--- config.mk ---
export PLATFORM = sky130hd
export DESIGN_NAME = periph_interconnect
export DESIGN_NICKNAME = d
export VERILOG_FILES = /design/src/design/periph_pkg.sv /design/src/design/periph_interconnect.sv
export SDC_FILE = /design/constraint.sdc
export NUM_CORES = 1
export LEC_CHECK = 0
export BUFFER_PORTS_ARGS = -buffer_cell sky130_fd_sc_hd__buf_4
export CAP_MARGIN = 10
export CORE_AREA = 5 5 143 145
export DETAILED_ROUTE_END_ITERATION = 10
export DIE_AREA = 0 0 148 150
export MAX_ROUTING_LAYER = met4
export PLACE_DENSITY = 0.54
export SLEW_MARGIN = 5
export SYNTH_ARGS = -nofsm -noshare
export SYNTH_HDL_FRONTEND = slang
export SYNTH_SLANG_ARGS = --single-unit
--- constraint.sdc ---
create_clock -name clk -period 1.3 [get_ports clk]
set_input_delay 0.195 -clock clk [delete_from_list [all_inputs] [get_ports clk]]
set_output_delay 0.195 -clock clk [all_outputs]
set_load 0.01 [all_outputs]
--- src/design/periph_pkg.sv ---
//############################################################
// peripheral bus package
// request and response structs, target and owner enums,
// gpio pin modes and the fixed address map of the slaves
//############################################################
`default_nettype none

package periph_pkg;

    // one request as driven by a master and muxed to the slaves
    typedef struct packed {
        logic [31:0] addr;
        logic [31:0] wdata;
        logic        we;
        // byte lane write mask
        logic [3:0]  wem;
    } bus_req_t;

    // read data, valid with data_ok
    typedef struct packed {
        logic [31:0] rdata;
    } bus_rsp_t;

    // target slave, from addr[31:28]
    typedef enum logic [1:0] {
        SEL_SRAM,
        SEL_TIMER,
        SEL_GPIO,
        SEL_NONE
    } slave_sel_e;

    // which master receives the pending data phase
    typedef enum logic [1:0] {
        OWN_IDLE,
        OWN_M0,
        OWN_M1
    } owner_e;

    // pin mode, 3 is reserved and acts as hi-z
    typedef enum logic [1:0] {
        GPIO_HIZ = 2'd0,
        GPIO_OUT = 2'd1,
        GPIO_IN  = 2'd2
    } gpio_mode_e;

    // slave base addresses
    localparam logic [31:0] SRAM_BASE  = 32'h1000_0000;
    localparam logic [31:0] TIMER_BASE = 32'h2000_0000;
    localparam logic [31:0] GPIO_BASE  = 32'h3000_0000;

    // register offsets inside a slave
    localparam logic [31:0] GPIO_CTRL   = 32'h0;
    localparam logic [31:0] GPIO_DATA   = 32'h4;
    localparam logic [31:0] TIMER_CTRL  = 32'h0;
    localparam logic [31:0] TIMER_COUNT = 32'h4;
    localparam logic [31:0] TIMER_CMP   = 32'h8;

    // address decode on the top nibble
    function automatic slave_sel_e decode_sel(input logic [31:0] addr);
        if (addr[31:28] == SRAM_BASE[31:28]) begin
            return SEL_SRAM;
        end else if (addr[31:28] == TIMER_BASE[31:28]) begin
            return SEL_TIMER;
        end else if (addr[31:28] == GPIO_BASE[31:28]) begin
            return SEL_GPIO;
        end
        return SEL_NONE;
    endfunction

endpackage

`default_nettype wire

--- src/design/periph_interconnect.sv ---
//############################################################
// peripheral bus interconnect
// round-robin arbiter for two masters, address decoder
// and return path of data_ok and read data to the owner
//############################################################
`timescale 1ns/100ps
`default_nettype none

module periph_interconnect
    import periph_pkg::*;
(
    input  logic     clk,
    input  logic     rst_n,
    // master 0, core data port
    input  logic     m0_req_i,
    input  bus_req_t m0_bus_i,
    output logic     m0_addr_ok_o,
    output logic     m0_data_ok_o,
    output bus_rsp_t m0_rsp_o,
    // master 1, debug port
    input  logic     m1_req_i,
    input  bus_req_t m1_bus_i,
    output logic     m1_addr_ok_o,
    output logic     m1_data_ok_o,
    output bus_rsp_t m1_rsp_o,
    // slave side
    output bus_req_t slv_bus_o,
    output logic     sram_sel_o,
    output logic     timer_sel_o,
    output logic     gpio_sel_o,
    input  logic     sram_data_ok_i,
    input  logic     timer_data_ok_i,
    input  logic     gpio_data_ok_i,
    input  bus_rsp_t sram_rsp_i,
    input  bus_rsp_t timer_rsp_i,
    input  bus_rsp_t gpio_rsp_i
);

    // set when master 1 won the last arbitration
    logic        last_m1_q;
    logic        gnt_m0;
    logic        gnt_m1;
    logic        gnt_any;
    slave_sel_e  sel_d;
    slave_sel_e  sel_q;
    owner_e      owner_q;
    logic        rsp_ok;
    logic [31:0] rsp_data;

    // m0 wins unless m1 also asks and m0 had the last turn
    assign gnt_m0  = m0_req_i & (~m1_req_i | last_m1_q);
    assign gnt_m1  = m1_req_i & ~gnt_m0;
    assign gnt_any = gnt_m0 | gnt_m1;

    // address phase, combinational accept
    assign m0_addr_ok_o = gnt_m0;
    assign m1_addr_ok_o = gnt_m1;

    assign slv_bus_o = gnt_m1 ? m1_bus_i : m0_bus_i;
    assign sel_d     = decode_sel(slv_bus_o.addr);

    // one-hot strobe to the addressed slave
    assign sram_sel_o  = gnt_any & (sel_d == SEL_SRAM);
    assign timer_sel_o = gnt_any & (sel_d == SEL_TIMER);
    assign gpio_sel_o  = gnt_any & (sel_d == SEL_GPIO);

    // owner and target of the data phase one cycle later
    always_ff @(posedge clk) begin
        if (!rst_n) begin
            // so master 0 gets the first contended grant
            last_m1_q <= 1'b1;
            owner_q   <= OWN_IDLE;
            sel_q     <= SEL_NONE;
        end else begin
            if (gnt_any) begin
                last_m1_q <= gnt_m1;
            end
            if (gnt_m0) begin
                owner_q <= OWN_M0;
            end else if (gnt_m1) begin
                owner_q <= OWN_M1;
            end else begin
                owner_q <= OWN_IDLE;
            end
            sel_q <= sel_d;
        end
    end

    // response from the slave picked in the address phase
    always_comb begin
        unique case (sel_q)
            SEL_SRAM: begin
                rsp_ok   = sram_data_ok_i;
                rsp_data = sram_rsp_i.rdata;
            end
            SEL_TIMER: begin
                rsp_ok   = timer_data_ok_i;
                rsp_data = timer_rsp_i.rdata;
            end
            SEL_GPIO: begin
                rsp_ok   = gpio_data_ok_i;
                rsp_data = gpio_rsp_i.rdata;
            end
            default: begin
                // unmapped, answered here with zero
                rsp_ok   = (owner_q != OWN_IDLE);
                rsp_data = '0;
            end
        endcase
    end

    assign m0_data_ok_o   = rsp_ok & (owner_q == OWN_M0);
    assign m1_data_ok_o   = rsp_ok & (owner_q == OWN_M1);
    // the other master sees zero
    assign m0_rsp_o.rdata = (owner_q == OWN_M0) ? rsp_data : '0;
    assign m1_rsp_o.rdata = (owner_q == OWN_M1) ? rsp_data : '0;

endmodule

`default_nettype wire

==> impl_metrics.yaml <==
drt:
  wl_met2_um: 9690
  drt_iter0_markers: 84
  ant_nets: 0
  dr_total_vias: 3672
  drt_wl_total_um: 17500
  wl_met1_um: 6250
  wl_per_cell_um: 19.3
  vias_per_cell: 4.04
  wl_met3_um: 1430
  detail_route.first_pass.iterations: 4
  dr.max_layer_used: "met4"
  drcViolationCount: 0
worst_setup_path:
  critPathRequiredTime_ns: 1.11
  critPathKind: "register to output port"
  startpoint_type: "register"
  endpoint: "slv_bus_o[47]"
  cp-end-kind: "output port"
  r2r_start: "last_m1_q"
  crit_arrival_ns: 1.65
  r2r.worst_path.cells: 8
  rr_endpoint: "sel_q[1]"
  regToRegSetupSlack_ns: -0.22
  worst-path-max-fanout: 7
  setup.worst_path.start: "last_m1_q"
logic_synthesis:
  synth_area_per_cell_um2: 7.94
  yosysSeqAreaShare_pct: 4.81
  synth_nets: 503
  synth_seq_cells: 5
  synth_cells: 262
  syn_area_mm2: 0.00208
  ys_types: 25
  ys_warn_count: 0
floorplan:
  ioPinCount: 381
  coreArea_mm2: 0.0191
  initial_utilization_pct: 10.9
  die_area_mm2: 0.0222
  die-width_um: 148
  row_count: 51
  fp.dieH_um: 150
layout:
  fin_area_mm2: 0.00710
  syn2layout_area_growth_pct: 242
  layout.nets: 912
  antenna_cells: 0
  nFillCells: 1893
  multiInputGateArea_mm2: 0.00271
  layout-drive-gt1-share_pct: 87.9
  regArea_um2: 106
run_status:
  violations: "negative setup slack"
  status: "finished with violations"
timing:
  rsz0062_at_grt: "true"
  timing.final.max_slew_violations: 0
  fmax_mhz: 542
  skew_ns: 0.00103
  finalSetupViolCount: 142
  hold_viol: 0
  setup_ws_ns: -0.546
  tightestPinTransition_ns: 0.344
  slew_headroom_pct: 77.1
  period_share_pct: 142
  period_minus_slack_ns: 1.85
clocking:
  clk_latency_ns: 0.22
  cts_max_level: 1
  clkTransAtPathRegs_ns: 0.03
  numClockSinks: 5
  cts_buffer_depth: 2
  cts-buffers-inserted: 3
  cts_tree: "done"
  ctsRootBufferMaster: "clkbuf_16"
run:
  maxCapViolations: 0
worst_hold_path:
  hp-class: "primary input to register"
place:
  gp_congestion: 0.800
  hpwl_um: 13900
  place.port_buffers: 380
  postPlaceCellArea_mm2: 0.00538
power_and_ir_drop:
  ir_drop_uv: 278
  power.leakage_nw: 3.48
  design_power_total_mw: 3.20
  p_per_area_mw_per_mm2: 451
grt:
  grt_usage_pct: 14.4
  antenna_found_initial: 0
  grt_first_pass_wirelength_um: 24200
  grt_max_degree: 34
  gr-total-overflow: 0
  grt_pass1_vias: 3999
## metrics by stage
step                      worst slack [ns]  hold WS, ns  TNS [ns]  utilization [%]  instances
after detailed placement            -0.391        0.432    -35.23             28.2        877
after global placement              -0.379        0.434    -33.94             28.2        877
final                               -0.546        0.186    -62.53             37.2        908
after CTS                           -0.528        0.187    -62.98             34.7        905
after global routing                -0.598        0.200    -71.00             37.2        908
after floorplan                     -0.173        0.257     -6.92                -        262
## cell type report
| class | count | share of cell area (%) |
|---|---|---|
| inverter | 5 | 0.264 |
| multi-input combinational | 224 | 38.1 |
| tap | 238 | 4.19 |
| timing repair buffer | 432 | 54.8 |
| clock buffer | 4 | 1.11 |
| sequential | 5 | 1.50 |
## worst max-delay path: stages (launching register included)
cell	delay, ns
dfxtp_2	0.33
a21boi_4	0.16
buf_12	0.15
buf_4	0.15
clkbuf_16	0.15
mux2_2	0.33
buf_4	0.15
## cell usage in the layout, fill, tap and decap left out, types with 2 or more instances in the layout
cell,netlist,final
buf_4,0,340
buf_6,2,62
mux2_4,0,59
nor2_1,66,48
a2bb2oi_2,0,21
nor2_2,0,17
mux2i_4,1,15
mux2i_1,35,13
buf_12,0,13
a2bb2oi_4,0,11
mux2_2,68,9
mux2i_2,0,8
buf_16,0,8
clkbuf_16,0,6
buf_8,0,6
inv_1,4,3
inv_2,1,2
nand2b_1,3,2
nor2b_1,3,2
nand2_1,2,2
xor2_1,2,2
dfxtp_2,0,2
dfxtp_1,5,2
## metal layers
| layer | GRT usage [%] | vias to the layer above |
|---|---|---|
| met2 | 27.4 | 208 |
| met1 | 15.7 | 1691 |
| li1 | - | 1764 |
| met3 | 3.24 | 9 |
| met4 | 2.08 | 0 |
| met5 | - | - |
## power by group
| group | total (mW) | switching (mW) | internal (mW) |
|---|---|---|---|
| registers | 0.175 | 0.0126 | 0.163 |
| clock network | 0.500 | 0.0938 | 0.406 |
| logic | 2.53 | 0.921 | 1.61 |
| total | 3.20 | 1.03 | 2.18 |
## cell usage after synthesis
cell | instances | area share (%)
a21boi_2 | 1 | 0.54
nor3_1 | 2 | 0.48
a32oi_1 | 1 | 0.42
o21ai_0 | 1 | 0.24
nand4bb_1 | 1 | 0.54
clkbuf_1 | 12 | 2.2
inv_2 | 1 | 0.18
nor2b_1 | 3 | 0.90
o2bb2ai_1 | 1 | 0.42
nor2_1 | 66 | 12
and2_1 | 2 | 0.60
nand2b_1 | 3 | 0.90
nor4_2 | 1 | 0.60
mux2_2 | 68 | 37
buf_6 | 2 | 1.1
buf_2 | 14 | 3.4
nand2_1 | 2 | 0.36
mux2i_1 | 35 | 17
inv_1 | 4 | 0.72
xor2_1 | 2 | 0.84
nand3b_1 | 1 | 0.36
and3_1 | 1 | 0.30
dfxtp_1 | 5 | 4.8
a2bb2oi_1 | 32 | 13
mux2i_4 | 1 | 1.1
## how the worst min path moves through the flow
stage,slack (ns),from,cells after the start,to
floorplan,0.26,rst_n,1,last_m1_q
global placement,0.43,rst_n,2,last_m1_q
detailed placement,0.43,rst_n,2,last_m1_q
CTS,0.19,rst_n,2,last_m1_q
global route,0.20,rst_n,2,last_m1_q
finish,0.19,rst_n,2,last_m1_q
## state kept, by name (all words and copies together), names as in the netlist
name       count
owner_q        2
sel_q          2
last_m1_q      1
## cells by family (layout without fill, tap and decap cells)
kind of cell / after synthesis / in the layout / synth area share [%]
and+or+nand+nor: 82 / 82 / 17.0
DFF: 5 / 5 / 4.81
AOI/OAI and AO/OA: 36 / 36 / 15.1
muxes: 104 / 104 / 54.8
xor gates and xnor gates: 2 / 2 / 0.843
buffers and inverters: 33 / 441 / 7.52
## what timing repair did
item | 4_1_cts | 5_1_grt
buffers inserted | 16 | 5
gates resized for setup | 172 | 95
endpoints found under the setup margin | 142 | 142
cloned | 9 | 3
pin swaps | 58 | 19
hold buffers | 0 | 0
Power figures use the tool's default switching activity.
