File: src/design/periph_pkg.sv
//############################################################
// peripheral bus package
// request and response structs, target and owner enums,
// gpio pin modes and the fixed address map of the slaves
//############################################################
`default_nettype none

package periph_pkg;

    // one request as driven by a master and muxed to the slaves
    typedef struct packed {
        logic [31:0] addr;
        logic [31:0] wdata;
        logic        we;
        // byte lane write mask
        logic [3:0]  wem;
    } bus_req_t;

    // read data, valid with data_ok
    typedef struct packed {
        logic [31:0] rdata;
    } bus_rsp_t;

    // target slave, from addr[31:28]
    typedef enum logic [1:0] {
        SEL_SRAM,
        SEL_TIMER,
        SEL_GPIO,
        SEL_NONE
    } slave_sel_e;

    // which master receives the pending data phase
    typedef enum logic [1:0] {
        OWN_IDLE,
        OWN_M0,
        OWN_M1
    } owner_e;

    // pin mode, 3 is reserved and acts as hi-z
    typedef enum logic [1:0] {
        GPIO_HIZ = 2'd0,
        GPIO_OUT = 2'd1,
        GPIO_IN  = 2'd2
    } gpio_mode_e;

    // slave base addresses
    localparam logic [31:0] SRAM_BASE  = 32'h1000_0000;
    localparam logic [31:0] TIMER_BASE = 32'h2000_0000;
    localparam logic [31:0] GPIO_BASE  = 32'h3000_0000;

    // register offsets inside a slave
    localparam logic [31:0] GPIO_CTRL   = 32'h0;
    localparam logic [31:0] GPIO_DATA   = 32'h4;
    localparam logic [31:0] TIMER_CTRL  = 32'h0;
    localparam logic [31:0] TIMER_COUNT = 32'h4;
    localparam logic [31:0] TIMER_CMP   = 32'h8;

    // address decode on the top nibble
    function automatic slave_sel_e decode_sel(input logic [31:0] addr);
        if (addr[31:28] == SRAM_BASE[31:28]) begin
            return SEL_SRAM;
        end else if (addr[31:28] == TIMER_BASE[31:28]) begin
            return SEL_TIMER;
        end else if (addr[31:28] == GPIO_BASE[31:28]) begin
            return SEL_GPIO;
        end
        return SEL_NONE;
    endfunction

endpackage

`default_nettype wire

File: src/design/gpio.sv
//############################################################
// gpio slave
// one 2-bit mode per pin in the control register, data
// register driven by the bus or sampled from input pins
//############################################################
`timescale 1ns/100ps
`default_nettype none

module gpio
    import periph_pkg::*;
#(
    parameter int GPIO_PINS = 16
) (
    input  logic                 clk,
    input  logic                 rst_n,
    input  logic                 sel_i,
    input  bus_req_t             bus_i,
    output logic                 data_ok_o,
    output bus_rsp_t             rsp_o,
    input  logic [GPIO_PINS-1:0] io_pin_i,
    output logic [GPIO_PINS-1:0] io_pin_o,
    output logic [GPIO_PINS-1:0] io_oe_o
);

    // two mode bits per pin
    logic [2*GPIO_PINS-1:0] ctrl_q;
    logic [GPIO_PINS-1:0]   data_q;
    logic [GPIO_PINS-1:0]   pin_in;
    logic                   wr_ctrl;
    logic                   wr_data;
    logic [31:0]            rdata_q;
    logic                   data_ok_q;

    assign wr_ctrl = sel_i & bus_i.we & (bus_i.addr[3:0] == GPIO_CTRL[3:0]);
    assign wr_data = sel_i & bus_i.we & (bus_i.addr[3:0] == GPIO_DATA[3:0]);

    // per-pin mode decode, reserved mode falls into neither
    always_comb begin
        for (int i = 0; i < GPIO_PINS; i++) begin
            io_oe_o[i] = (gpio_mode_e'(ctrl_q[2*i +: 2]) == GPIO_OUT);
            pin_in[i]  = (gpio_mode_e'(ctrl_q[2*i +: 2]) == GPIO_IN);
        end
    end

    assign io_pin_o = data_q;

    // control register
    always_ff @(posedge clk) begin
        if (!rst_n) begin
            // all pins hi-z
            ctrl_q <= '0;
        end else if (wr_ctrl) begin
            ctrl_q <= bus_i.wdata[2*GPIO_PINS-1:0];
        end
    end

    // data register, input pins sampled every cycle
    always_ff @(posedge clk) begin
        if (!rst_n) begin
            data_q <= '0;
        end else begin
            for (int i = 0; i < GPIO_PINS; i++) begin
                if (pin_in[i]) begin
                    // bus writes ignored on input pins
                    data_q[i] <= io_pin_i[i];
                end else if (wr_data) begin
                    data_q[i] <= bus_i.wdata[i];
                end
            end
        end
    end

    // registered read and handshake
    always_ff @(posedge clk) begin
        if (!rst_n) begin
            rdata_q   <= '0;
            data_ok_q <= 1'b0;
        end else begin
            data_ok_q <= sel_i;
            if (sel_i && !bus_i.we) begin
                case (bus_i.addr[3:0])
                    GPIO_CTRL[3:0]: rdata_q <= 32'(ctrl_q);
                    GPIO_DATA[3:0]: rdata_q <= 32'(data_q);
                    default:        rdata_q <= '0;
                endcase
            end else begin
                rdata_q <= '0;
            end
        end
    end

    assign data_ok_o   = data_ok_q;
    assign rsp_o.rdata = rdata_q;

endmodule

`default_nettype wire

File: config.mk
export PLATFORM = sky130hd
export DESIGN_NAME = gpio
export DESIGN_NICKNAME = d
export VERILOG_FILES = /design/src/design/periph_pkg.sv /design/src/design/gpio.sv
export SDC_FILE = /design/constraint.sdc
export NUM_CORES = 1
export LEC_CHECK = 0
export ABC_AREA = 0
export BUFFER_PORTS_ARGS = -buffer_cell sky130_fd_sc_hd__buf_2
export CAP_MARGIN = 15
export CORE_MARGIN = 2
export CORE_UTILIZATION = 31
export DETAILED_ROUTE_END_ITERATION = 10
export GPL_TIMING_DRIVEN = 0
export PLACE_DENSITY = 0.61
export RECOVER_POWER = 100
export SYNTH_ARGS = -nofsm -noshare
export SYNTH_HDL_FRONTEND = slang
export SYNTH_SLANG_ARGS = --single-unit
File: constraint.sdc
create_clock -name clk -period 3.5 [get_ports clk]
set_input_delay 1.05 -clock clk [delete_from_list [all_inputs] [get_ports clk]]
set_output_delay 1.05 -clock clk [all_outputs]
set_load 0.01 [all_outputs]
==> results.py, run 1 <==
metrics = {
    "cells_and_area": {
        "drive_above_1_share_pct": 15.6,
        "layout_common_cells": "89 x clkbuf_1, 81 x dfxtp_1, 60 x buf_2",
        "n_fill_cell": 1120,
        "areaGrowthSynthToFinish_pct": 27.4,
        "layout.nets": 578,
        "final_common_cell": "clkbuf_1",
        "fin_area_sq_um": 4100,
        "diodes": 0,
    },
    "setup_path": {
        "cp.arrival_ns": 2.82,
        "rr_startpoint": "ctrl_q[12]",
        "reg2reg_slack_ns": 2.62,
        "reg2regPathDepth": 3,
        "crit_path_start_kind": "primary input",
        "required_ns": 3.81,
        "cp-startpoint": "bus_i[38]",
        "reg2reg_to": "io_pin_o[6]",
        "cp-end-kind": "flip-flop",
        "worstSetupEndpoint": "rsp_o[14]",
        "path_class": "primary input to flip-flop",
        "crit_fanout": 10,
    },
    "floorplanning": {
        "initial_core_util_pct": 31.6,
        "die_h_microns": 106,
        "num_rows": 37,
        "dieArea_sq_um": 11200,
        "die_w_microns": 106,
        "fp.coreArea_sq_um": 10200,
        "io_pins": 153,
    },
    "route": {
        "drt-vias-per-instance": 5.00,
        "drt_iter0_markers": 132,
        "first_pass_iters": 4,
        "ant_nets": 0,
        "drc_errors": 0,
        "drt-wirelength-per-cell_microns": 16.7,
        "wl_mm": 10.6,
        "vias": 3154,
    },
    "power_and_ir_drop": {
        "p_comb_share_pct": 6.5,
        "ir_drop_v": 0.000226,
        "switching_power_mw": 0.441,
        "power.density_nw_per_um2": 443,
        "p_sw_share_pct": 24.3,
        "p_clk_share_pct": 42.1,
        "leakagePower_nw": 1.39,
        "internal_power_mw": 1.38,
        "p_seq_share_pct": 51.3,
    },
    "cts": {
        "cts_max_level": 3,
        "post_cts_resized": 0,
        "holdBufCountCts": 0,
        "cts_setup_buffers": 0,
        "cts_buffers": 9,
        "cts.sinks": 81,
        "cts_root_buf": "clkbuf_8",
        "clk_latency_ns": 0.38,
        "clk_pin_slew_ns": 0.08,
        "tritoncts": "yes",
        "clockBufferDepth": 2,
    },
    "timing": {
        "worst_slew_pin_slew_ns": 0.615,
        "fin_worst_skew_ns": 0.0125,
        "clock.fmax_mhz": 399,
        "setup_viol": 0,
        "slew_violations": 0,
        "rsz0062_at_grt": "no",
        "fin_setup_tns_ns": 0,
        "hold_viol_final": 0,
        "slew_headroom_pct": 59.0,
        "min_period_ns": 2.51,
        "period_share_pct": 71.7,
    },
    "logic_synthesis": {
        "ys_warn_count": 0,
        "synth.distinct_cells": 22,
        "yosysTopAreaCell": "dfxtp_1",
        "synth_fp_nets": 447,
        "syn_area_sq_um": 3220,
        "syn_inst": 359,
        "synthTopCellsByArea": "dfxtp_1 50%, nand3_1 7.5%, o21ai_1 7.5%",
        "ys_ff_latch": 81,
        "avgSynthCellArea_sq_um": 8.96,
        "ys_seq_area_share_pct": 50.4,
        "synth_top_area_share_pct": 50.4,
    },
    "global_route": {
        "grt_overflow": 0,
        "grt_pass1_wl_mm": 16.1,
        "grt_max_degree": 15,
        "track_usage_pct": 19.0,
        "antenna_found_initial": 1,
        "grt_pass1_vias": 3132,
    },
    "placement": {
        "io_buffers": 120,
        "hpwl_mm": 7.87,
        "place_area_sq_um": 3990,
        "place.gp.congestion": 0.823,
    },
    "run": {
        "cap_violations": 0,
    },
    "min_path": {
        "hp-class": "flip-flop to flip-flop",
        "min_from": "ctrl_q[16]",
    },
    "status": {
        "status": "finished, final reports clean",
    },
}
==> synthesized netlist by cell type <==
cell type  number
clkbuf_1       15
buf_4           3
nor2_4          1
nand2b_1       16
o21ai_0        16
buf_2           9
or4_4           1
o21ai_1        48
nor4_1          1
a21boi_1       32
dfxtp_1        81
nand3_1        48
a22oi_1        16
nand2_1         1
nor2b_1        16
nand3b_1        1
buf_1           2
or4b_4          1
a31oi_1        16
and2_1         18
nor4b_2         1
nor2_1         16
==> worst min path at each step <==
stage,endpoint,slack [ns],cells after the start
after global placement,rsp_o[16],0.47,1
after detailed placement,rsp_o[16],0.47,1
after floorplan,rsp_o[22],0.45,1
final,rsp_o[16],0.49,1
after CTS,rsp_o[16],0.49,1
after global routing,rsp_o[28],0.52,1
==> per-stage QoR <==
step	cells	setup slack, ns	power [mW]	util, %	hold WS (ns)
after floorplan	359	1.40	1.01	-	0.455
after global placement	615	0.997	1.07	39.1	0.473
after detailed placement	615	0.923	1.08	39.1	0.474
after CTS	631	1.30	1.83	41.3	0.495
after global routing	631	0.796	1.87	40.2	0.523
final	631	0.992	1.82	40.2	0.491
==> power by group through the flow <==
stage | clock network (mW) | registers [mW] | logic (mW)
2_1_floorplan | 0 | 0.954 | 0.0546
3_3_place_gp | 0 | 0.954 | 0.121
3_5_place_dp | 0 | 0.954 | 0.123
4_1_cts | 0.773 | 0.932 | 0.124
5_1_grt | 0.811 | 0.933 | 0.129
6_report | 0.765 | 0.932 | 0.118
==> cells by family after synthesis <==
kind of cell | synth area share [%]
buffers and inverters | 4.09
flip-flops | 50.4
AND/OR/NAND/NOR | 21.2
AO/OA/AOI/OAI | 24.3
==> sequential cells by signal, indices dropped and copies added (netlist names) <==
signal and flops:
ctrl_q 32, data_ok_o 1, io_pin_o 16, rsp_o 32
==> worst max-delay path, cell delays in order <==
cell	delay (ns)
clkbuf_1	0.12
nor4_1	0.42
clkbuf_1	0.45
clkbuf_1	0.45
a22oi_1	0.19
nor2_1	0.13
==> layout make-up <==
type                       count  area (sq um)  share of cell area, %
clock buffer                  10           128                   3.11
multi-input combinational    249          1450                   35.4
sequential                    81          1620                   39.6
tap                          136           170                   4.15
clock inverter                 6          92.6                   2.26
timing repair buffer         120           518                   12.6
buffer                        29           116                   2.84
==> routing by layer <==
metal | track usage [%] | wire length (microns) | up-vias
li1 | - | - | 1541
met3 | 4.51 | 633 | 17
met1 | 24.1 | 4790 | 1487
met4 | 8.27 | 221 | 2
met2 | 30.9 | 4910 | 107
met5 | 0 | 11 | -
Note: power is estimated with default switching activity, not from simulation.
==> inputs of run 2 (changes only) <==
==> constraint.sdc (replaced) <==
create_clock -name clk -period 2.45 [get_ports clk]
set_input_delay 0.735 -clock clk [delete_from_list [all_inputs] [get_ports clk]]
set_output_delay 0.735 -clock clk [all_outputs]
set_load 0.01 [all_outputs]
==> run 2 against run 1 <==
  * Clock-buffer cell count unchanged
  * Sequential share of layout area shrank 0.11 points
  * Global-route usage did not move
  * Non-clock buffer count unchanged
  * Combinational power increased by 44%
  * Clock skew decreased by 0.0013 ns
  * First-iteration DRC count fell by 9.8%
  * Wire length down 0.13%
  * Hold slack about the same
  * Design area up 0.27%
  * Critical path depth fell by 1
  * Via count increased by 0.73%
  * Largest cell class unchanged
==> results.py, run 2 (synthesis results as in run 1) <==
metrics = {
    "global_route": {
        "grt_max_degree": 15,
        "antenna_found_initial": 1,
        "grt_overflow": 0,
        "grt_pass1_vias": 3132,
        "grt_pass1_wl_mm": 16.1,
        "track_usage_pct": 19.0,
    },
    "cells_and_area": {
        "drive_above_1_share_pct": 16.2,
        "final_common_cell": "clkbuf_1",
        "multi_input_area_sq_um": 1450,
        "n_fill_cell": 1115,
        "final_cells": 631,
        "diodes": 0,
        "regArea_sq_um": 1620,
        "areaGrowthSynthToFinish_pct": 27.8,
        "layout.nets": 578,
        "layout_common_cells": "86 x clkbuf_1, 81 x dfxtp_1, 60 x buf_2",
    },
    "min_path": {
        "hold_path_depth": 1,
        "min_from": "ctrl_q[16]",
        "hp-class": "flip-flop to flip-flop",
        "min_to": "rsp_o[16]",
    },
    "cts": {
        "cts_root_buf": "clkbuf_8",
        "cts.sinks": 81,
        "clockBufferDepth": 2,
        "cts_max_level": 3,
        "tritoncts": "yes",
        "post_cts_resized": 0,
        "clk_pin_slew_ns": 0.08,
        "holdBufCountCts": 0,
        "cts_setup_buffers": 0,
        "cts_buffers": 9,
        "clk_latency_ns": 0.38,
    },
    "setup_path": {
        "cp-end-kind": "flip-flop",
        "crit_path_start_kind": "primary input",
        "reg2reg_to": "io_pin_o[6]",
        "reg2reg_slack_ns": 1.57,
        "rr_startpoint": "ctrl_q[12]",
        "cp.arrival_ns": 2.36,
        "required_ns": 2.77,
        "reg2regPathDepth": 3,
        "path_class": "primary input to flip-flop",
        "crit_fanout": 10,
    },
    "timing": {
        "slew_violations": 0,
        "hold_viol_final": 0,
        "rsz0062_at_grt": "no",
        "worst_slew_pin_slew_ns": 0.593,
        "slew_headroom_pct": 60.5,
        "worst_slack_ns": 0.412,
        "fin_setup_tns_ns": 0,
        "period_share_pct": 83.2,
        "setup_viol": 0,
        "min_period_ns": 2.04,
        "clock.fmax_mhz": 491,
        "fin_worst_skew_ns": 0.0111,
    },
    "route": {
        "drc_errors": 0,
        "drt-wirelength-per-cell_microns": 16.7,
        "first_pass_iters": 5,
        "ant_nets": 0,
        "vias": 3177,
        "wl_mm": 10.6,
        "drt-vias-per-instance": 5.03,
        "drt_iter0_markers": 119,
    },
    "floorplanning": {
        "initial_core_util_pct": 31.6,
        "fp.coreArea_sq_um": 10200,
        "io_pins": 153,
        "die_w_microns": 106,
        "dieArea_sq_um": 11200,
        "die_h_microns": 106,
        "num_rows": 37,
    },
    "placement": {
        "hpwl_mm": 7.87,
        "numPlacedInstances": 615,
        "place.gp.congestion": 0.823,
        "io_buffers": 120,
        "dp_slack_ns": 0.188,
    },
    "run": {
        "cap_violations": 0,
    },
    "power_and_ir_drop": {
        "power_mw": 2.59,
        "ir_drop_v": 0.000323,
        "power.density_nw_per_um2": 631,
        "leakagePower_nw": 1.41,
    },
    "status": {
        "status": "finished, final reports clean",
    },
}
==> run 2: worst max-delay path, stage by stage <==
cell and delay [ns]:
clkbuf_1 0.12, or4_1 0.68, nor2_1 0.43, buf_4 0.24
and2_0 0.14
==> run 2: where the power goes <==
| group | total (mW) | internal (mW) | switching [mW] |
|---|---|---|---|
| clock | 1.09 | 0.577 | 0.515 |
| sequential | 1.33 | 1.32 | 0.00757 |
| combinational | 0.170 | 0.0639 | 0.106 |
==> run 2: final cells by class <==
type                    count  share of cell area (%)
flip-flops and latches     81                    39.5
clock buffers              10                    3.11
clock inverters             6                    2.25
plain buffers              29                    3.11
multi-input cells         249                    35.3
well taps                 136                    4.14
repair buffers            120                    12.6
==> run 2: through the flow <==
step | utilization (%) | hold slack, ns | cell area [sq um]
6_report | 40.3 | 0.491 | 4110
4_1_cts | 41.3 | 0.495 | 4210
5_1_grt | 40.3 | 0.523 | 4110
3_5_place_dp | 39.1 | 0.474 | 3990
2_1_floorplan | - | 0.455 | 3220
3_3_place_gp | 39.1 | 0.473 | 3990
==> run 2: how the worst max path moves through the flow <==
stage,cells past startpoint,startpoint,to
3_5_place_dp,6,sel_i,io_pin_o[9]
2_1_floorplan,4,bus_i[38],io_pin_o[0]
6_report,5,bus_i[38],rsp_o[26]
5_1_grt,5,bus_i[38],rsp_o[26]
3_3_place_gp,6,sel_i,io_pin_o[8]
4_1_cts,6,sel_i,io_pin_o[4]
==> run 2: metal layers <==
layer | global-route usage (%) | up-vias | share of wire [%]
met2 | 30.9 | 119 | 46
met4 | 8.27 | 2 | 2.1
met5 | 0 | - | 0.10
li1 | - | 1543 | -
met3 | 4.51 | 17 | 6.9
met1 | 24.1 | 1496 | 44
==> inputs of run 3 (changes only) <==
==> constraint.sdc (replaced) <==
create_clock -name clk -period 2.12 [get_ports clk]
set_input_delay 0.636 -clock clk [delete_from_list [all_inputs] [get_ports clk]]
set_output_delay 0.636 -clock clk [all_outputs]
set_load 0.01 [all_outputs]
==> run 3 against run 2 <==
  * First-iteration DRC count is 20% higher
  * Global-route usage unchanged
  * Flip-flop and latch count unchanged
  * Clock power grew 16%
  * Critical endpoint is now ctrl_q[12]
  * Largest power group unchanged
  * Critical path depth up 1
  * Power grew 16%
  * Worst setup slack worse by 0.19 ns
==> results.py, run 3 (synthesis results as in run 1) <==
metrics = {
    "timing": {
        "fin_worst_skew_ns": 0.0103,
        "slew_headroom_pct": 58.2,
        "holdWs_ns": 0.491,
        "min_period_ns": 1.89,
        "period_share_pct": 89.3,
        "slew_violations": 0,
        "worst_slew_pin_slew_ns": 0.627,
        "hold_viol_final": 0,
        "fin_setup_tns_ns": 0,
        "rsz0062_at_grt": "no",
        "clock.fmax_mhz": 528,
        "setup_viol": 0,
        "worst_slack_ns": 0.227,
    },
    "placement": {
        "hpwl_mm": 7.87,
        "numPlacedInstances": 615,
        "place_area_sq_um": 3990,
        "io_buffers": 120,
        "dp_slack_ns": -0.0428,
        "place.gp.congestion": 0.823,
    },
    "route": {
        "first_pass_iters": 5,
        "wl_mm": 10.6,
        "drc_errors": 0,
        "ant_nets": 0,
        "drt-wirelength-per-cell_microns": 16.8,
        "wl_met1_mm": 4.78,
        "vias": 3209,
        "drt-vias-per-instance": 5.09,
        "routed.top_layer": "met5",
        "wl_met2_mm": 4.94,
        "wl_met3_microns": 655,
        "drt_iter0_markers": 143,
    },
    "cells_and_area": {
        "diodes": 0,
        "final_common_cell": "clkbuf_1",
        "areaGrowthSynthToFinish_pct": 27.9,
        "final_cells": 631,
        "layout.nets": 578,
        "fin_util_pct": 40.4,
        "fin_area_sq_um": 4110,
        "layout_common_cells": "85 x clkbuf_1, 81 x dfxtp_1, 61 x buf_2",
        "drive_above_1_share_pct": 16.6,
    },
    "setup_path": {
        "slowest_stage": "clkbuf_1",
        "crit_fanout": 10,
        "slowest_delay_ns": 0.45,
        "reg2regPathDepth": 3,
        "path_common_cell": "clkbuf_1",
        "cp.arrival_ns": 2.20,
        "crit_path_start_kind": "primary input",
        "path_class": "primary input to flip-flop",
        "cp_num_cells": 6,
        "cp_num_buf_inv": 3,
        "cp_top_family": "buffers and inverters",
        "required_ns": 2.43,
        "path_cells": "clkbuf_1 > nor4_1 > clkbuf_1 > buf_4 > nand3_1 > a21boi_0",
        "cp-end-kind": "flip-flop",
    },
    "cts": {
        "cts.sinks": 81,
        "tritoncts": "yes",
        "cts_root_buf": "clkbuf_8",
        "holdBufCountCts": 0,
        "clk_latency_ns": 0.38,
        "cts_buffers": 9,
        "cts_setup_buffers": 0,
        "clockBufferDepth": 2,
        "post_cts_resized": 0,
        "cts_max_level": 3,
        "clk_pin_slew_ns": 0.09,
    },
    "floorplanning": {
        "die_w_microns": 106,
        "die_h_microns": 106,
        "num_rows": 37,
        "initial_core_util_pct": 31.6,
        "dieArea_sq_um": 11200,
        "io_pins": 153,
        "fp.coreArea_sq_um": 10200,
    },
    "global_route": {
        "grt_overflow": 0,
        "antenna_found_initial": 1,
        "grt_pass1_wl_mm": 16.1,
        "track_usage_pct": 19.0,
        "grt_max_degree": 15,
        "grt_pass1_vias": 3132,
    },
    "min_path": {
        "hp-class": "flip-flop to flip-flop",
        "hold_path_depth": 1,
    },
    "power_and_ir_drop": {
        "power_mw": 3.00,
        "power.density_nw_per_um2": 729,
        "ir_drop_v": 0.000375,
        "leakagePower_nw": 1.40,
    },
    "status": {
        "status": "finished, final reports clean",
    },
    "run": {
        "cap_violations": 0,
    },
}
==> run 3: layout make-up <==
| class | instances | area (sq um) |
|---|---|---|
| Clock buffer | 10 | 128 |
| Buffer | 29 | 126 |
| Clock inverter | 6 | 92.6 |
| Fill cell | 1120 | 6070 |
| Multi-Input combinational cell | 249 | 1460 |
| Tap cell | 136 | 170 |
| Timing Repair Buffer | 120 | 518 |
| Sequential cell | 81 | 1620 |
==> run 3: worst register-to-register path: stages (launching register included) <==
cell,delay [ns]
dfxtp_1,0.37
nand2b_1,0.19
o21ai_0,0.10
a31oi_1,0.17
==> run 3: path summary, 6_finish.rpt <==
kind,slack [ns],from,end
setup / recovery,0.23,bus_i[38],ctrl_q[12]
hold / removal,0.49,ctrl_q[16],rsp_o[16]
setup reg to reg,1.23,ctrl_q[12],io_pin_o[6]
hold reg to reg,0.49,ctrl_q[16],rsp_o[16]
==> run 3: power by group <==
group          total, mW  internal, mW  switching (mW)  leakage (nW)
clock               1.26         0.667           0.593         0.103
combinational      0.199        0.0741           0.125         0.645
sequential          1.54          1.53         0.00886         0.653
total               3.00          2.27           0.727          1.40
==> run 3: metal layers <==
layer	vias to the layer above	GRT usage [%]
li1	1542	-
met1	1518	24.1
met4	2	8.27
met3	17	4.51
met2	130	30.9
met5	-	0
