===== src/design/periph_pkg.sv =====
//############################################################
// peripheral bus package
// request and response structs, target and owner enums,
// gpio pin modes and the fixed address map of the slaves
//############################################################
`default_nettype none

package periph_pkg;

    // one request as driven by a master and muxed to the slaves
    typedef struct packed {
        logic [31:0] addr;
        logic [31:0] wdata;
        logic        we;
        // byte lane write mask
        logic [3:0]  wem;
    } bus_req_t;

    // read data, valid with data_ok
    typedef struct packed {
        logic [31:0] rdata;
    } bus_rsp_t;

    // target slave, from addr[31:28]
    typedef enum logic [1:0] {
        SEL_SRAM,
        SEL_TIMER,
        SEL_GPIO,
        SEL_NONE
    } slave_sel_e;

    // which master receives the pending data phase
    typedef enum logic [1:0] {
        OWN_IDLE,
        OWN_M0,
        OWN_M1
    } owner_e;

    // pin mode, 3 is reserved and acts as hi-z
    typedef enum logic [1:0] {
        GPIO_HIZ = 2'd0,
        GPIO_OUT = 2'd1,
        GPIO_IN  = 2'd2
    } gpio_mode_e;

    // slave base addresses
    localparam logic [31:0] SRAM_BASE  = 32'h1000_0000;
    localparam logic [31:0] TIMER_BASE = 32'h2000_0000;
    localparam logic [31:0] GPIO_BASE  = 32'h3000_0000;

    // register offsets inside a slave
    localparam logic [31:0] GPIO_CTRL   = 32'h0;
    localparam logic [31:0] GPIO_DATA   = 32'h4;
    localparam logic [31:0] TIMER_CTRL  = 32'h0;
    localparam logic [31:0] TIMER_COUNT = 32'h4;
    localparam logic [31:0] TIMER_CMP   = 32'h8;

    // address decode on the top nibble
    function automatic slave_sel_e decode_sel(input logic [31:0] addr);
        if (addr[31:28] == SRAM_BASE[31:28]) begin
            return SEL_SRAM;
        end else if (addr[31:28] == TIMER_BASE[31:28]) begin
            return SEL_TIMER;
        end else if (addr[31:28] == GPIO_BASE[31:28]) begin
            return SEL_GPIO;
        end
        return SEL_NONE;
    endfunction

endpackage

`default_nettype wire


===== src/design/timer.sv =====
//############################################################
// timer slave
// free-running 32-bit counter with compare register and a
// sticky interrupt raised on compare match
//############################################################
`timescale 1ns/100ps
`default_nettype none

module timer
    import periph_pkg::*;
(
    input  logic     clk,
    input  logic     rst_n,
    input  logic     sel_i,
    input  bus_req_t bus_i,
    output logic     data_ok_o,
    output bus_rsp_t rsp_o,
    output logic     timer_irq_o
);

    logic        en_q;
    logic [31:0] count_q;
    logic [31:0] cmp_q;
    logic        irq_q;
    logic        wr;
    logic        match;
    logic [31:0] rdata_q;
    logic        data_ok_q;

    assign wr    = sel_i & bus_i.we;
    // only counts while enabled, so reset state never matches
    assign match = en_q & (count_q == cmp_q);

    // ctrl bit 0 enable, bit 1 clears irq and is not stored
    always_ff @(posedge clk) begin
        if (!rst_n) begin
            en_q <= 1'b0;
        end else if (wr && bus_i.addr[3:0] == TIMER_CTRL[3:0]) begin
            en_q <= bus_i.wdata[0];
        end
    end

    // counter, a bus write overrides the increment
    always_ff @(posedge clk) begin
        if (!rst_n) begin
            count_q <= '0;
        end else if (wr && bus_i.addr[3:0] == TIMER_COUNT[3:0]) begin
            count_q <= bus_i.wdata;
        end else if (en_q) begin
            count_q <= count_q + 32'd1;
        end
    end

    always_ff @(posedge clk) begin
        if (!rst_n) begin
            cmp_q <= '0;
        end else if (wr && bus_i.addr[3:0] == TIMER_CMP[3:0]) begin
            cmp_q <= bus_i.wdata;
        end
    end

    // sticky irq, a new match beats a clear in the same cycle
    always_ff @(posedge clk) begin
        if (!rst_n) begin
            irq_q <= 1'b0;
        end else if (match) begin
            irq_q <= 1'b1;
        end else if (wr && bus_i.addr[3:0] == TIMER_CTRL[3:0] && bus_i.wdata[1]) begin
            irq_q <= 1'b0;
        end
    end

    // registered read and handshake
    always_ff @(posedge clk) begin
        if (!rst_n) begin
            rdata_q   <= '0;
            data_ok_q <= 1'b0;
        end else begin
            data_ok_q <= sel_i;
            if (sel_i && !bus_i.we) begin
                case (bus_i.addr[3:0])
                    TIMER_CTRL[3:0]:  rdata_q <= {31'd0, en_q};
                    TIMER_COUNT[3:0]: rdata_q <= count_q;
                    TIMER_CMP[3:0]:   rdata_q <= cmp_q;
                    default:          rdata_q <= '0;
                endcase
            end else begin
                rdata_q <= '0;
            end
        end
    end

    assign data_ok_o   = data_ok_q;
    assign rsp_o.rdata = rdata_q;
    assign timer_irq_o = irq_q;

endmodule

`default_nettype wire


===== config.mk =====
export PLATFORM = sky130hd
export DESIGN_NAME = timer
export DESIGN_NICKNAME = d
export VERILOG_FILES = /design/src/design/periph_pkg.sv /design/src/design/timer.sv
export SDC_FILE = /design/constraint.sdc
export NUM_CORES = 1
export LEC_CHECK = 0
export ABC_AREA = 1
export BUFFER_PORTS_ARGS = -buffer_cell sky130_fd_sc_hd__buf_2
export CORE_UTILIZATION = 30
export DETAILED_ROUTE_END_ITERATION = 12
export GPL_TIMING_DRIVEN = 0
export PLACE_DENSITY = 0.51
export SETUP_SLACK_MARGIN = 0.15
export SLEW_MARGIN = 10
export SYNTH_ARGS = -nofsm -noshare
export SYNTH_HDL_FRONTEND = slang
export SYNTH_SLANG_ARGS = --single-unit

===== constraint.sdc =====
create_clock -name clk -period 2 [get_ports clk]
set_input_delay 0 -clock clk [delete_from_list [all_inputs] [get_ports clk]]
set_output_delay 0 -clock clk [all_outputs]
set_load 0.01 [all_outputs]

==> results of run 1 <==
==> final timing paths <==
check                                                end                    from
worst min register to register    cmp_q[31]$_SDFFE_PN0P_  cmp_q[31]$_SDFFE_PN0P_
worst max register to register  count_q[12]$_SDFFE_PN0P_       en_q$_SDFFE_PN0N_
worst max-delay path            count_q[12]$_SDFFE_PN0P_       en_q$_SDFFE_PN0N_
worst min-delay path                   en_q$_SDFFE_PN0N_               bus_i[38]
==> cell usage in the layout, fill, tap and decap left out, types with 4 or more instances in the layout <==
| master | instances |
|---|---|
| a21oi_1 | 63 |
| buf_2 | 77 |
| clkbuf_1 | 24 |
| clkbuf_16 | 9 |
| dfxtp_1 | 99 |
| dlygate4sd3_1 | 36 |
| inv_1 | 139 |
| nand2_1 | 167 |
| nand3_1 | 35 |
| nand4_1 | 5 |
| nor2_1 | 90 |
| nor2_2 | 9 |
| nor2_4 | 5 |
| nor3_1 | 4 |
| o21ai_0 | 72 |
| o21ai_1 | 5 |
| o22ai_1 | 32 |
| xnor2_1 | 7 |
| xor2_1 | 10 |
==> worst max-delay path, stage by stage (launching register included) <==
cell and delay, ns:
dfxtp_1 0.51, inv_1 0.22, nand2_1 0.24, buf_2 0.29, o21ai_0 0.13, a21oi_1 0.13, nor2_1 0.05
==> where the power goes <==
group / internal, uW / switching [uW] / total [uW]
registers: 1990 / 13.4 / 2000
clock network: 1030 / 769 / 1800
logic: 122 / 168 / 290
total: 3140 / 950 / 4090
==> routing by layer <==
| metal | up-vias | track usage | routed length (microns) |
|---|---|---|---|
| met3 | 17 | 0.0225 | 762 |
| met5 | - | 0 | 0 |
| met1 | 2379 | 0.263 | 8130 |
| met4 | 0 | 0.0676 | 267 |
| li1 | 2748 | - | - |
| met2 | 129 | 0.303 | 7170 |
==> layout make-up <==
class / count / share of cell area
multi-input combinational: 521 / 0.387
timing repair buffer: 108 / 0.111
tap: 220 / 0.0425
inverter: 141 / 0.0825
buffer: 32 / 0.0253
clock buffer: 13 / 0.0402
sequential: 99 / 0.306
clock inverter: 2 / 0.00541
==> cells by family after synthesis <==
| group | synth area share |
|---|---|
| and+or+nand+nor | 0.267 |
| xor gates and xnor gates | 0.0287 |
| DFF | 0.383 |
| adders and majority gates | 0.00242 |
| buffers and inverters | 0.135 |
| AOI/OAI and AO/OA | 0.185 |
==> stage by stage <==
step,util,hold WS (ns),total power (uW)
floorplan,-,0.111,2170
global placement,0.348,0.271,2280
detailed placement,0.348,0.275,2280
CTS,0.387,0.0550,4140
global route,0.388,0.113,4250
finish,0.388,0.0661,4090
==> timing repair <==
item | CTS | global route
endpoints found under the setup margin | 0 | 4
hold buffers | 36 | 0
endpoints found under the hold margin | 51 | 0
resized for setup | 0 | 3
==> flip-flops by register name, indices dropped and copies added (netlist names) <==
| signal | cells |
|---|---|
| data_ok_o | 1 |
| cmp_q | 32 |
| count_q | 32 |
| rsp_o | 32 |
| en_q | 1 |
| timer_irq_o | 1 |
==> run metrics, run 1 <==
setup TNS=0 ns; CTS H-tree lvls=3; nets@finish=985; Tcrit/Tclk final=0.856; Period minus WS final=1.71 ns; R2R depth=6; Placer Congestion=0.873; placed cell areas=5820 sq um; die area=17800 sq um; WL per Instance=14.4 microns; Req. time, crit path=2.23 ns; critical path class=flop to flop; CP max FO=10; DR iter-0 viols=339; flop-to-flop setup slack=0.29 ns; Placed Cells=1085; RSZ-0062 raised after global routing=yes; gr ovfl total=0; Hold Path Class=input port to flop; postcts setup bufs=0; Synth-to-Final Area Change=25.1%; commonest cells in the netlist=167 x nand2_1, 139 x inv_1, 99 x dfxtp_1, 93 x nor2_1, 72 x o21ai_0; Clk Latency, worst-skew pair=0.35 ns; Total Routing Usage GR=0.190; Yosys reg bits=99; Reg area=1980 sq um; Via Count=5273; Max Clock Skew=0.00580 ns; Max-Cap Viols=0; Synth area leader=dfxtp_1; Multi-input gate area=2510 sq um; vias in the first global route=4906; DRT Wirelength=16300 microns; fmax=584 MHz; CTS tree=yes; final-report hold violation count=0; top cells by area, synth=dfxtp_1 38%, nand2_1 12%, inv_1 10%, o21ai_0 7.0%, nor2_1 6.7%; Synth Area per Inst=6.53 sq um; die width=133 microns; Starting Density=0.310; register clock-pin slew on the reported worst setup and hold paths=0.07 ns; status=complete, no violations; Detail Route Antenna Nets=0; Leakage=0.00254 uW; Synth Warn #=0; I/O pin count=106; Final setup viols=0; pin count of the biggest net entering global routing=15; CP Data Arrival Time=1.94 ns; Post-synth EDFFs=0; CP Launch Type=flop; die height=133 microns; Post-Syn Nets=866; clock sink count=99; Unique masters post-synth=33; Yosys top cell area share=0.383; num rows=47; routed vias/inst=4.64; layout cell share with drive strength beyond 1=0.132; Core Area=16700 sq um; worst slew pin tran=0.744 ns; sequential area share after synthesis=0.383; CP Capture Type=flop; Slew headroom=0.504; asr flop ratio synth=0; Hold Path Depth=4; PortBufs=72; Pins Over Slew Limit=0; CTS Buf Count=9; clock buffer depth=2; worst vdd ir=0.402 mV; dpl ws=0.257 ns; antenna violations before repair=0; top-count cell post-synth=nand2_1; Syn Inst Count=793; Post-Syn Area=5180 sq um; fin cells=1136; antenna cells=0; PwrDens=631 nW/um^2; post-route cell area=6480 sq um; main flop type after synthesis=dfxtp_1; drc violations=0; Filler cells=1910; Pre-antenna DRT Iters=5; worst setup margin=0.288 ns; clk root buf=clkbuf_16; Detail Placement HPWL=12200 microns; first-pass GRT wire length=25900 microns
Power figures use the tool's default switching activity.
==> run 2: changes to the inputs <==
ABC_AREA = default   (was 1)
PLACE_DENSITY = 0.52   (was 0.51)
==> run metrics, run 2 <==
pin count of the biggest net entering global routing=17 (+2); fin cells=830 (-27%); Hold Startpoint=rst_n; num rows=43 (-8.5%); RSZ-0062 raised after global routing=yes; worst slew pin tran=0.698 ns (-0.0461 ns); post-layout util=0.405 (+0.0175); CP Launch Type=flop; Leakage=0.00231 uW (-8.7%); clock sink count=99 (unchanged); setup TNS=0 ns (unchanged); Crit path largest cell delay=0.31 ns (-0.20 ns); DR iter-0 viols=283 (-17%); Worst Hold Path EP=timer_irq_o$_SDFFE_PN0P_; Yosys top cell area share=0.450 (+0.0670); register clock-pin slew on the reported worst setup and hold paths=0.07 ns (about the same); top cells by area, synth=dfxtp_1 45%, xor2_1 11%, a21oi_1 6.1%, nand2_1 6.0%, a22oi_1 5.4%; nets@finish=718 (-27%); flop-to-flop setup slack=0.26 ns (-0.03 ns); drc violations=0 (unchanged); DRT Wirelength=13600 microns (-17%); I/O pin count=106 (unchanged); top-count cell post-synth=dfxtp_1; clk root buf=clkbuf_16; Max Clock Skew=0.00811 ns (+0.00231 ns); Period minus WS final=1.74 ns (+0.0252 ns); Syn Inst Count=523 (-34%); Synth area leader=dfxtp_1; Pre-antenna DRT Iters=5 (unchanged); status=complete, no violations; Clk Latency, worst-skew pair=0.36 ns (about the same); commonest cells in the netlist=99 x dfxtp_1, 71 x nand2_1, 54 x a21oi_1, 54 x xor2_1, 48 x nor2_1; r2r startpoint=count_q[5]$_SDFFE_PN0P_; Req. time, crit path=2.28 ns (+0.05 ns); Slew headroom=0.534 (+0.0295); antenna violations before repair=0 (unchanged); CP bufs+invs=3 (+1); Synth Area per Inst=8.43 sq um (+29%); Final setup viols=0 (unchanged); Post-Syn Nets=596 (-31%); crit-path cells=clkbuf_2, nand3_4, nor4_4, buf_4, buf_6, nand4_1, xor2_1, a21oi_1; Post-synth EDFFs=0 (unchanged); Hold Path Depth=3 (-1); PwrDens=700 nW/um^2 (+11%); Tcrit/Tclk final=0.868 (+0.0126); worst vdd ir=0.409 mV (+1.6%); CP Data Arrival Time=2.02 ns (+0.08 ns); Core Area=14100 sq um (-16%); die width=123 microns (-7.6%); main flop type after synthesis=dfxtp_1; Max-Cap Viols=0 (unchanged); PortBufs=73 (+1.4%); first-pass GRT wire length=21100 microns (-18%); Hold Path Class=input port to flop; Starting Density=0.313 (+0.00255); routed vias/inst=5.04 (+8.5%); CTS tree=yes; Top delay family on crit path=buffers and inverters; layout cell share with drive strength beyond 1=0.178 (+0.0464); Yosys reg bits=99 (unchanged); WL per Instance=16.4 microns (+14%); clock buffer depth=2 (unchanged); Post-Syn Area=4410 sq um (-15%); asr flop ratio synth=0 (unchanged); gr ovfl total=0 (unchanged); CP max stage cell=dfxtp_1; commonest non-fill, non-tap cell in the layout=dfxtp_1; vias in the first global route=3981 (-19%); die height=123 microns (-7.6%); reg-to-reg endpoint=count_q[27]$_SDFFE_PN0P_; Total Routing Usage GR=0.188 (-0.00201); Placer Congestion=0.856 (-2.0%); CTS H-tree lvls=3 (unchanged); most frequent cells in the layout=98 x dfxtp_1, 80 x buf_2, 71 x nand2_1; CP Capture Type=flop; critical path class=flop to flop; CTS Buf Count=9 (unchanged); final-report hold violation count=0 (unchanged); Unique masters post-synth=35 (+6.1%); fmax=576 MHz (-1.5%); antenna cells=0 (unchanged); Synth Warn #=0 (unchanged); Placed Cells=776 (-28%); Pins Over Slew Limit=0 (unchanged); Via Count=4181 (-21%); Detail Route Antenna Nets=0 (unchanged); R2R depth=8 (+2); sequential area share after synthesis=0.450 (+0.0670); die area=15200 sq um (-15%); Synth-to-Final Area Change=29.6%; Detail Placement HPWL=9500 microns (-22%); CP max FO=10 (unchanged)
## run 2: changes by cell type after synthesis, sizes merged, moves of 13 or more
| cell | before | now |
|---|---|---|
| a22oi | 0 | 32 |
| and3 | 0 | 13 |
| inv | 140 | 5 |
| nand2 | 172 | 71 |
| nand3 | 36 | 18 |
| nor2 | 104 | 48 |
| o21ai | 77 | 19 |
| o22ai | 32 | 3 |
| xor2 | 10 | 54 |
## run 2: worst min-delay path: cells and delay by family
| kind | cells | cell delay (ns) |
|---|---|---|
| buffers and inverters | 1 | 0.15 |
| and+or+nand+nor | 1 | 0.10 |
| AOI/OAI and AO/OA | 1 | 0.07 |
## run 2: worst max-delay path by stage
| stage | from | end | slack (ns) | cells past startpoint |
|---|---|---|---|---|
| after floorplan | count_q[5]$_SDFFE_PN0P_ | count_q[29]$_SDFFE_PN0P_ | 0.34 | 7 |
| after global placement | count_q[0]$_SDFFE_PN0P_ | count_q[6]$_SDFFE_PN0P_ | 0.006 | 6 |
| after detailed placement | count_q[3]$_SDFFE_PN0P_ | count_q[29]$_SDFFE_PN0P_ | -0.001 | 6 |
| after CTS | count_q[14]$_SDFFE_PN0P_ | count_q[31]$_SDFFE_PN0P_ | 0.16 | 6 |
| after global routing | count_q[16]$_SDFFE_PN0P_ | count_q[31]$_SDFFE_PN0P_ | 0.15 | 7 |
| final | count_q[5]$_SDFFE_PN0P_ | count_q[27]$_SDFFE_PN0P_ | 0.26 | 8 |
## run 2: where the power goes
group	total, uW	internal, uW	switching (uW)
registers	2000	1980	16.0
clock network	1760	965	792
logic	240	110	130
## run 2: routing by layer
layer / part of all wire / global-route usage
met1: 0.48 / 0.252
met2: 0.45 / 0.295
met3: 0.053 / 0.0304
met4: 0.025 / 0.0836
met5: 0 / 0
## run 2: kinds of logic after synthesis
logic type / share of synthesized area
buf+inv: 0.0431
xor+xnor: 0.121
mux: 0.00681
flops: 0.450
simple gates: 0.213
compound gates: 0.163
fa+ha+maj: 0.00284
## run 2: layout make-up
class	instances	area [sq um]
repair buffers	110	741
well taps	180	225
inverters	5	18.8
clock inverters	7	68.8
fillers	1465	8380
flip-flops and latches	99	1980
multi-input cells	379	2270
clock buffers	9	225
plain buffers	41	179
## run 2: stage by stage
stage               worst slack [ns]  instance area (sq um)  hold WS [ns]  total power (uW)
global placement             0.00555                   5000         0.252              2230
finish                         0.263                   5710       0.00946              4000
global route                   0.150                   5710        0.0552              4140
detailed placement         -0.000951                   5000         0.257              2230
floorplan                      0.340                   4410         0.136              2130
CTS                            0.159                   5670       0.00299              4040
## run 2: repair_timing
| item | in CTS | in global routing |
|---|---|---|
| endpoints found under the hold margin | 68 | 0 |
| gates resized for setup | 2 | 13 |
| pin swaps | 1 | 2 |
| setup buffers | 2 | 1 |
| setup endpoints to repair | 18 | 19 |
| cloned | 0 | 1 |
| hold buffers | 34 | 0 |
==> run 3: changes to the inputs <==
ABC_AREA = 1   (was default)
CORE_MARGIN = 1.5   (was default)
PLACE_DENSITY = 0.51   (was 0.52)
==> run metrics, run 3 (synthesized netlist as in run 1, its figures left out) <==
Final Power=3950 uW (-1.2%); clock buffer depth=2 (unchanged); Hold Path Depth=4 (+1); Via Count=5237 (+25%); CP max stage cell=dfxtp_1; clock sink count=99 (unchanged); drc violations=0 (unchanged); Top delay family on crit path=simple AND/OR/NAND/NOR gates; Multi-input gate area=2510 sq um (+11%); routed vias/inst=4.61 (-8.5%); Crit path largest cell delay=0.42 ns (+0.11 ns); die area=18100 sq um (+19%); R2R depth=10 (+2); reg-to-reg endpoint=count_q[18]$_SDFFE_PN0P_; antenna violations before repair=0 (unchanged); Reg area=1980 sq um (unchanged); Placer Congestion=0.881 (+3.0%); Max Clock Skew=0.0102 ns (+0.00214 ns); met1 usage=0.272 (+0.0193); fmax=580 MHz (+0.65%); CTS H-tree lvls=3 (unchanged); flop-to-flop setup slack=0.27 ns (about the same); worst setup margin=0.274 ns (+0.0111 ns); worst slew pin tran=0.697 ns (-0.000807 ns); Core Area=16700 sq um (+18%); die width=134 microns (+9.1%); postcts setup bufs=0 (-2); hold slack final=0.0440 ns (+0.0345 ns); Placed Cells=1085 (+40%); gr ovfl total=0 (unchanged); Filler cells=1872 (+28%); Total Routing Usage GR=0.189 (+0.000779); register clock-pin slew on the reported worst setup and hold paths=0.07 ns (about the same); global routing met2 resource utilization=0.296 (+0.000685); Pins Over Slew Limit=0 (unchanged); I/O pin count=106 (unchanged); Tcrit/Tclk final=0.863 (-0.00557); DRT Wirelength=16700 microns (+23%); RSZ-0062 raised after global routing=yes; nets@finish=985 (+37%); fin cells=1136 (+37%); gr busiest metal=met2; PortBufs=72 (-1.4%); most frequent cells in the layout=167 x nand2_1, 139 x inv_1, 98 x dfxtp_1; worst vdd ir=0.402 mV (-1.7%); Starting Density=0.310 (-0.00255); Period minus WS final=1.73 ns (-0.0111 ns); Worst Hold Path EP=en_q$_SDFFE_PN0N_; num rows=47 (+9.3%); Hold Startpoint=bus_i[38]; DR iter-0 viols=329 (+16%); CP max FO=5 (-5); PwrDens=612 nW/um^2 (-13%); layout cell share with drive strength beyond 1=0.138 (-0.0409); CP bufs+invs=0 (-3); setup TNS=0 ns (unchanged); cell mode on critical path=nand2_1; CP Launch Type=flop; first-pass GRT wire length=26300 microns (+25%); pin count of the biggest net entering global routing=16 (-1); Clk Latency, worst-skew pair=0.36 ns (about the same); Slew headroom=0.535 (+0.00175); vias in the first global route=4863 (+22%); antenna cells=0 (unchanged); commonest non-fill, non-tap cell in the layout=nand2_1; CP Data Arrival Time=1.95 ns (-0.07 ns); critical path class=flop to flop; Leakage=0.00253 uW (+9.1%); Max-Cap Viols=0 (unchanged); met3 usage=0.0272 (-0.00323); crit-path cells=ha_2, nand3_1, nor2_2, nand2_4, nor2_4, nand2_1, nand2_1, nand2_1, a21oi_1, nor2_1; Detail Placement HPWL=12400 microns (+30%); WL per Instance=14.7 microns (-10%); Hold Path Class=input port to flop; final-report hold violation count=0 (unchanged); dpl ws=0.252 ns (+0.253 ns); Final setup viols=0 (unchanged); clk root buf=clkbuf_16; CTS Buf Count=9 (unchanged); Pre-antenna DRT Iters=4 (-1); r2r startpoint=count_q[0]$_SDFFE_PN0P_; die height=134 microns (+9.1%); Req. time, crit path=2.22 ns (-0.06 ns); status=complete, no violations; Synth-to-Final Area Change=24.7%; CTS tree=yes; Detail Route Antenna Nets=0 (unchanged); CP Capture Type=flop
[run 3: changes by cell type in the layout (fill, tap and decap cells not counted), sizes merged, moves of 29 or more]
cell / delta
xor2: -44
o21ai: +58
a22oi: -32
nand2: +101
nor2: +56
o22ai: +29
inv: +136
[run 3: tightest hold or removal path: stages]
cell,delay (ns)
buf_2,0.10
nor2_4,0.06
nand4_1,0.13
a21oi_1,0.08
[run 3: cell type report]
class | instances | area share
Buffer | 32 | 0.0254
Clock buffer | 10 | 0.0370
Clock inverter | 5 | 0.00446
Inverter | 141 | 0.0827
Multi-Input combinational cell | 521 | 0.389
Sequential cell | 99 | 0.307
Tap cell | 220 | 0.0426
Timing Repair Buffer | 108 | 0.112
[run 3: worst max path at each step]
| stage | startpoint | to | depth (start not counted) |
|---|---|---|---|
| floorplan | count_q[1]$_SDFFE_PN0P_ | count_q[18]$_SDFFE_PN0P_ | 10 |
| global placement | count_q[10]$_SDFFE_PN0P_ | count_q[29]$_SDFFE_PN0P_ | 9 |
| detailed placement | count_q[0]$_SDFFE_PN0P_ | count_q[22]$_SDFFE_PN0P_ | 10 |
| CTS | count_q[0]$_SDFFE_PN0P_ | count_q[22]$_SDFFE_PN0P_ | 10 |
| global route | count_q[10]$_SDFFE_PN0P_ | count_q[29]$_SDFFE_PN0P_ | 9 |
| finish | count_q[0]$_SDFFE_PN0P_ | count_q[18]$_SDFFE_PN0P_ | 10 |
[run 3: metal layers]
metal,vias to the layer above,share of wire
li1,2749,-
met1,2360,0.50
met2,112,0.44
met3,16,0.046
met4,0,0.012
met5,-,0
[run 3: stage by stage]
stage / cell area, sq um / utilization
floorplan: 5180 / -
global placement: 5820 / 0.348
detailed placement: 5820 / 0.348
CTS: 6440 / 0.386
global route: 6460 / 0.387
finish: 6460 / 0.387
[run 3: repair_timing]
item / in CTS / in global routing
hold buffers: 36 / 0
endpoints found under the setup margin: 0 / 12
gates resized for setup: 0 / 6
endpoints found under the hold margin: 52 / 0
[run 3: where the power goes]
group | internal (uW) | switching (uW)
clock network | 868 | 793
registers | 1990 | 13.5
logic | 122 | 168
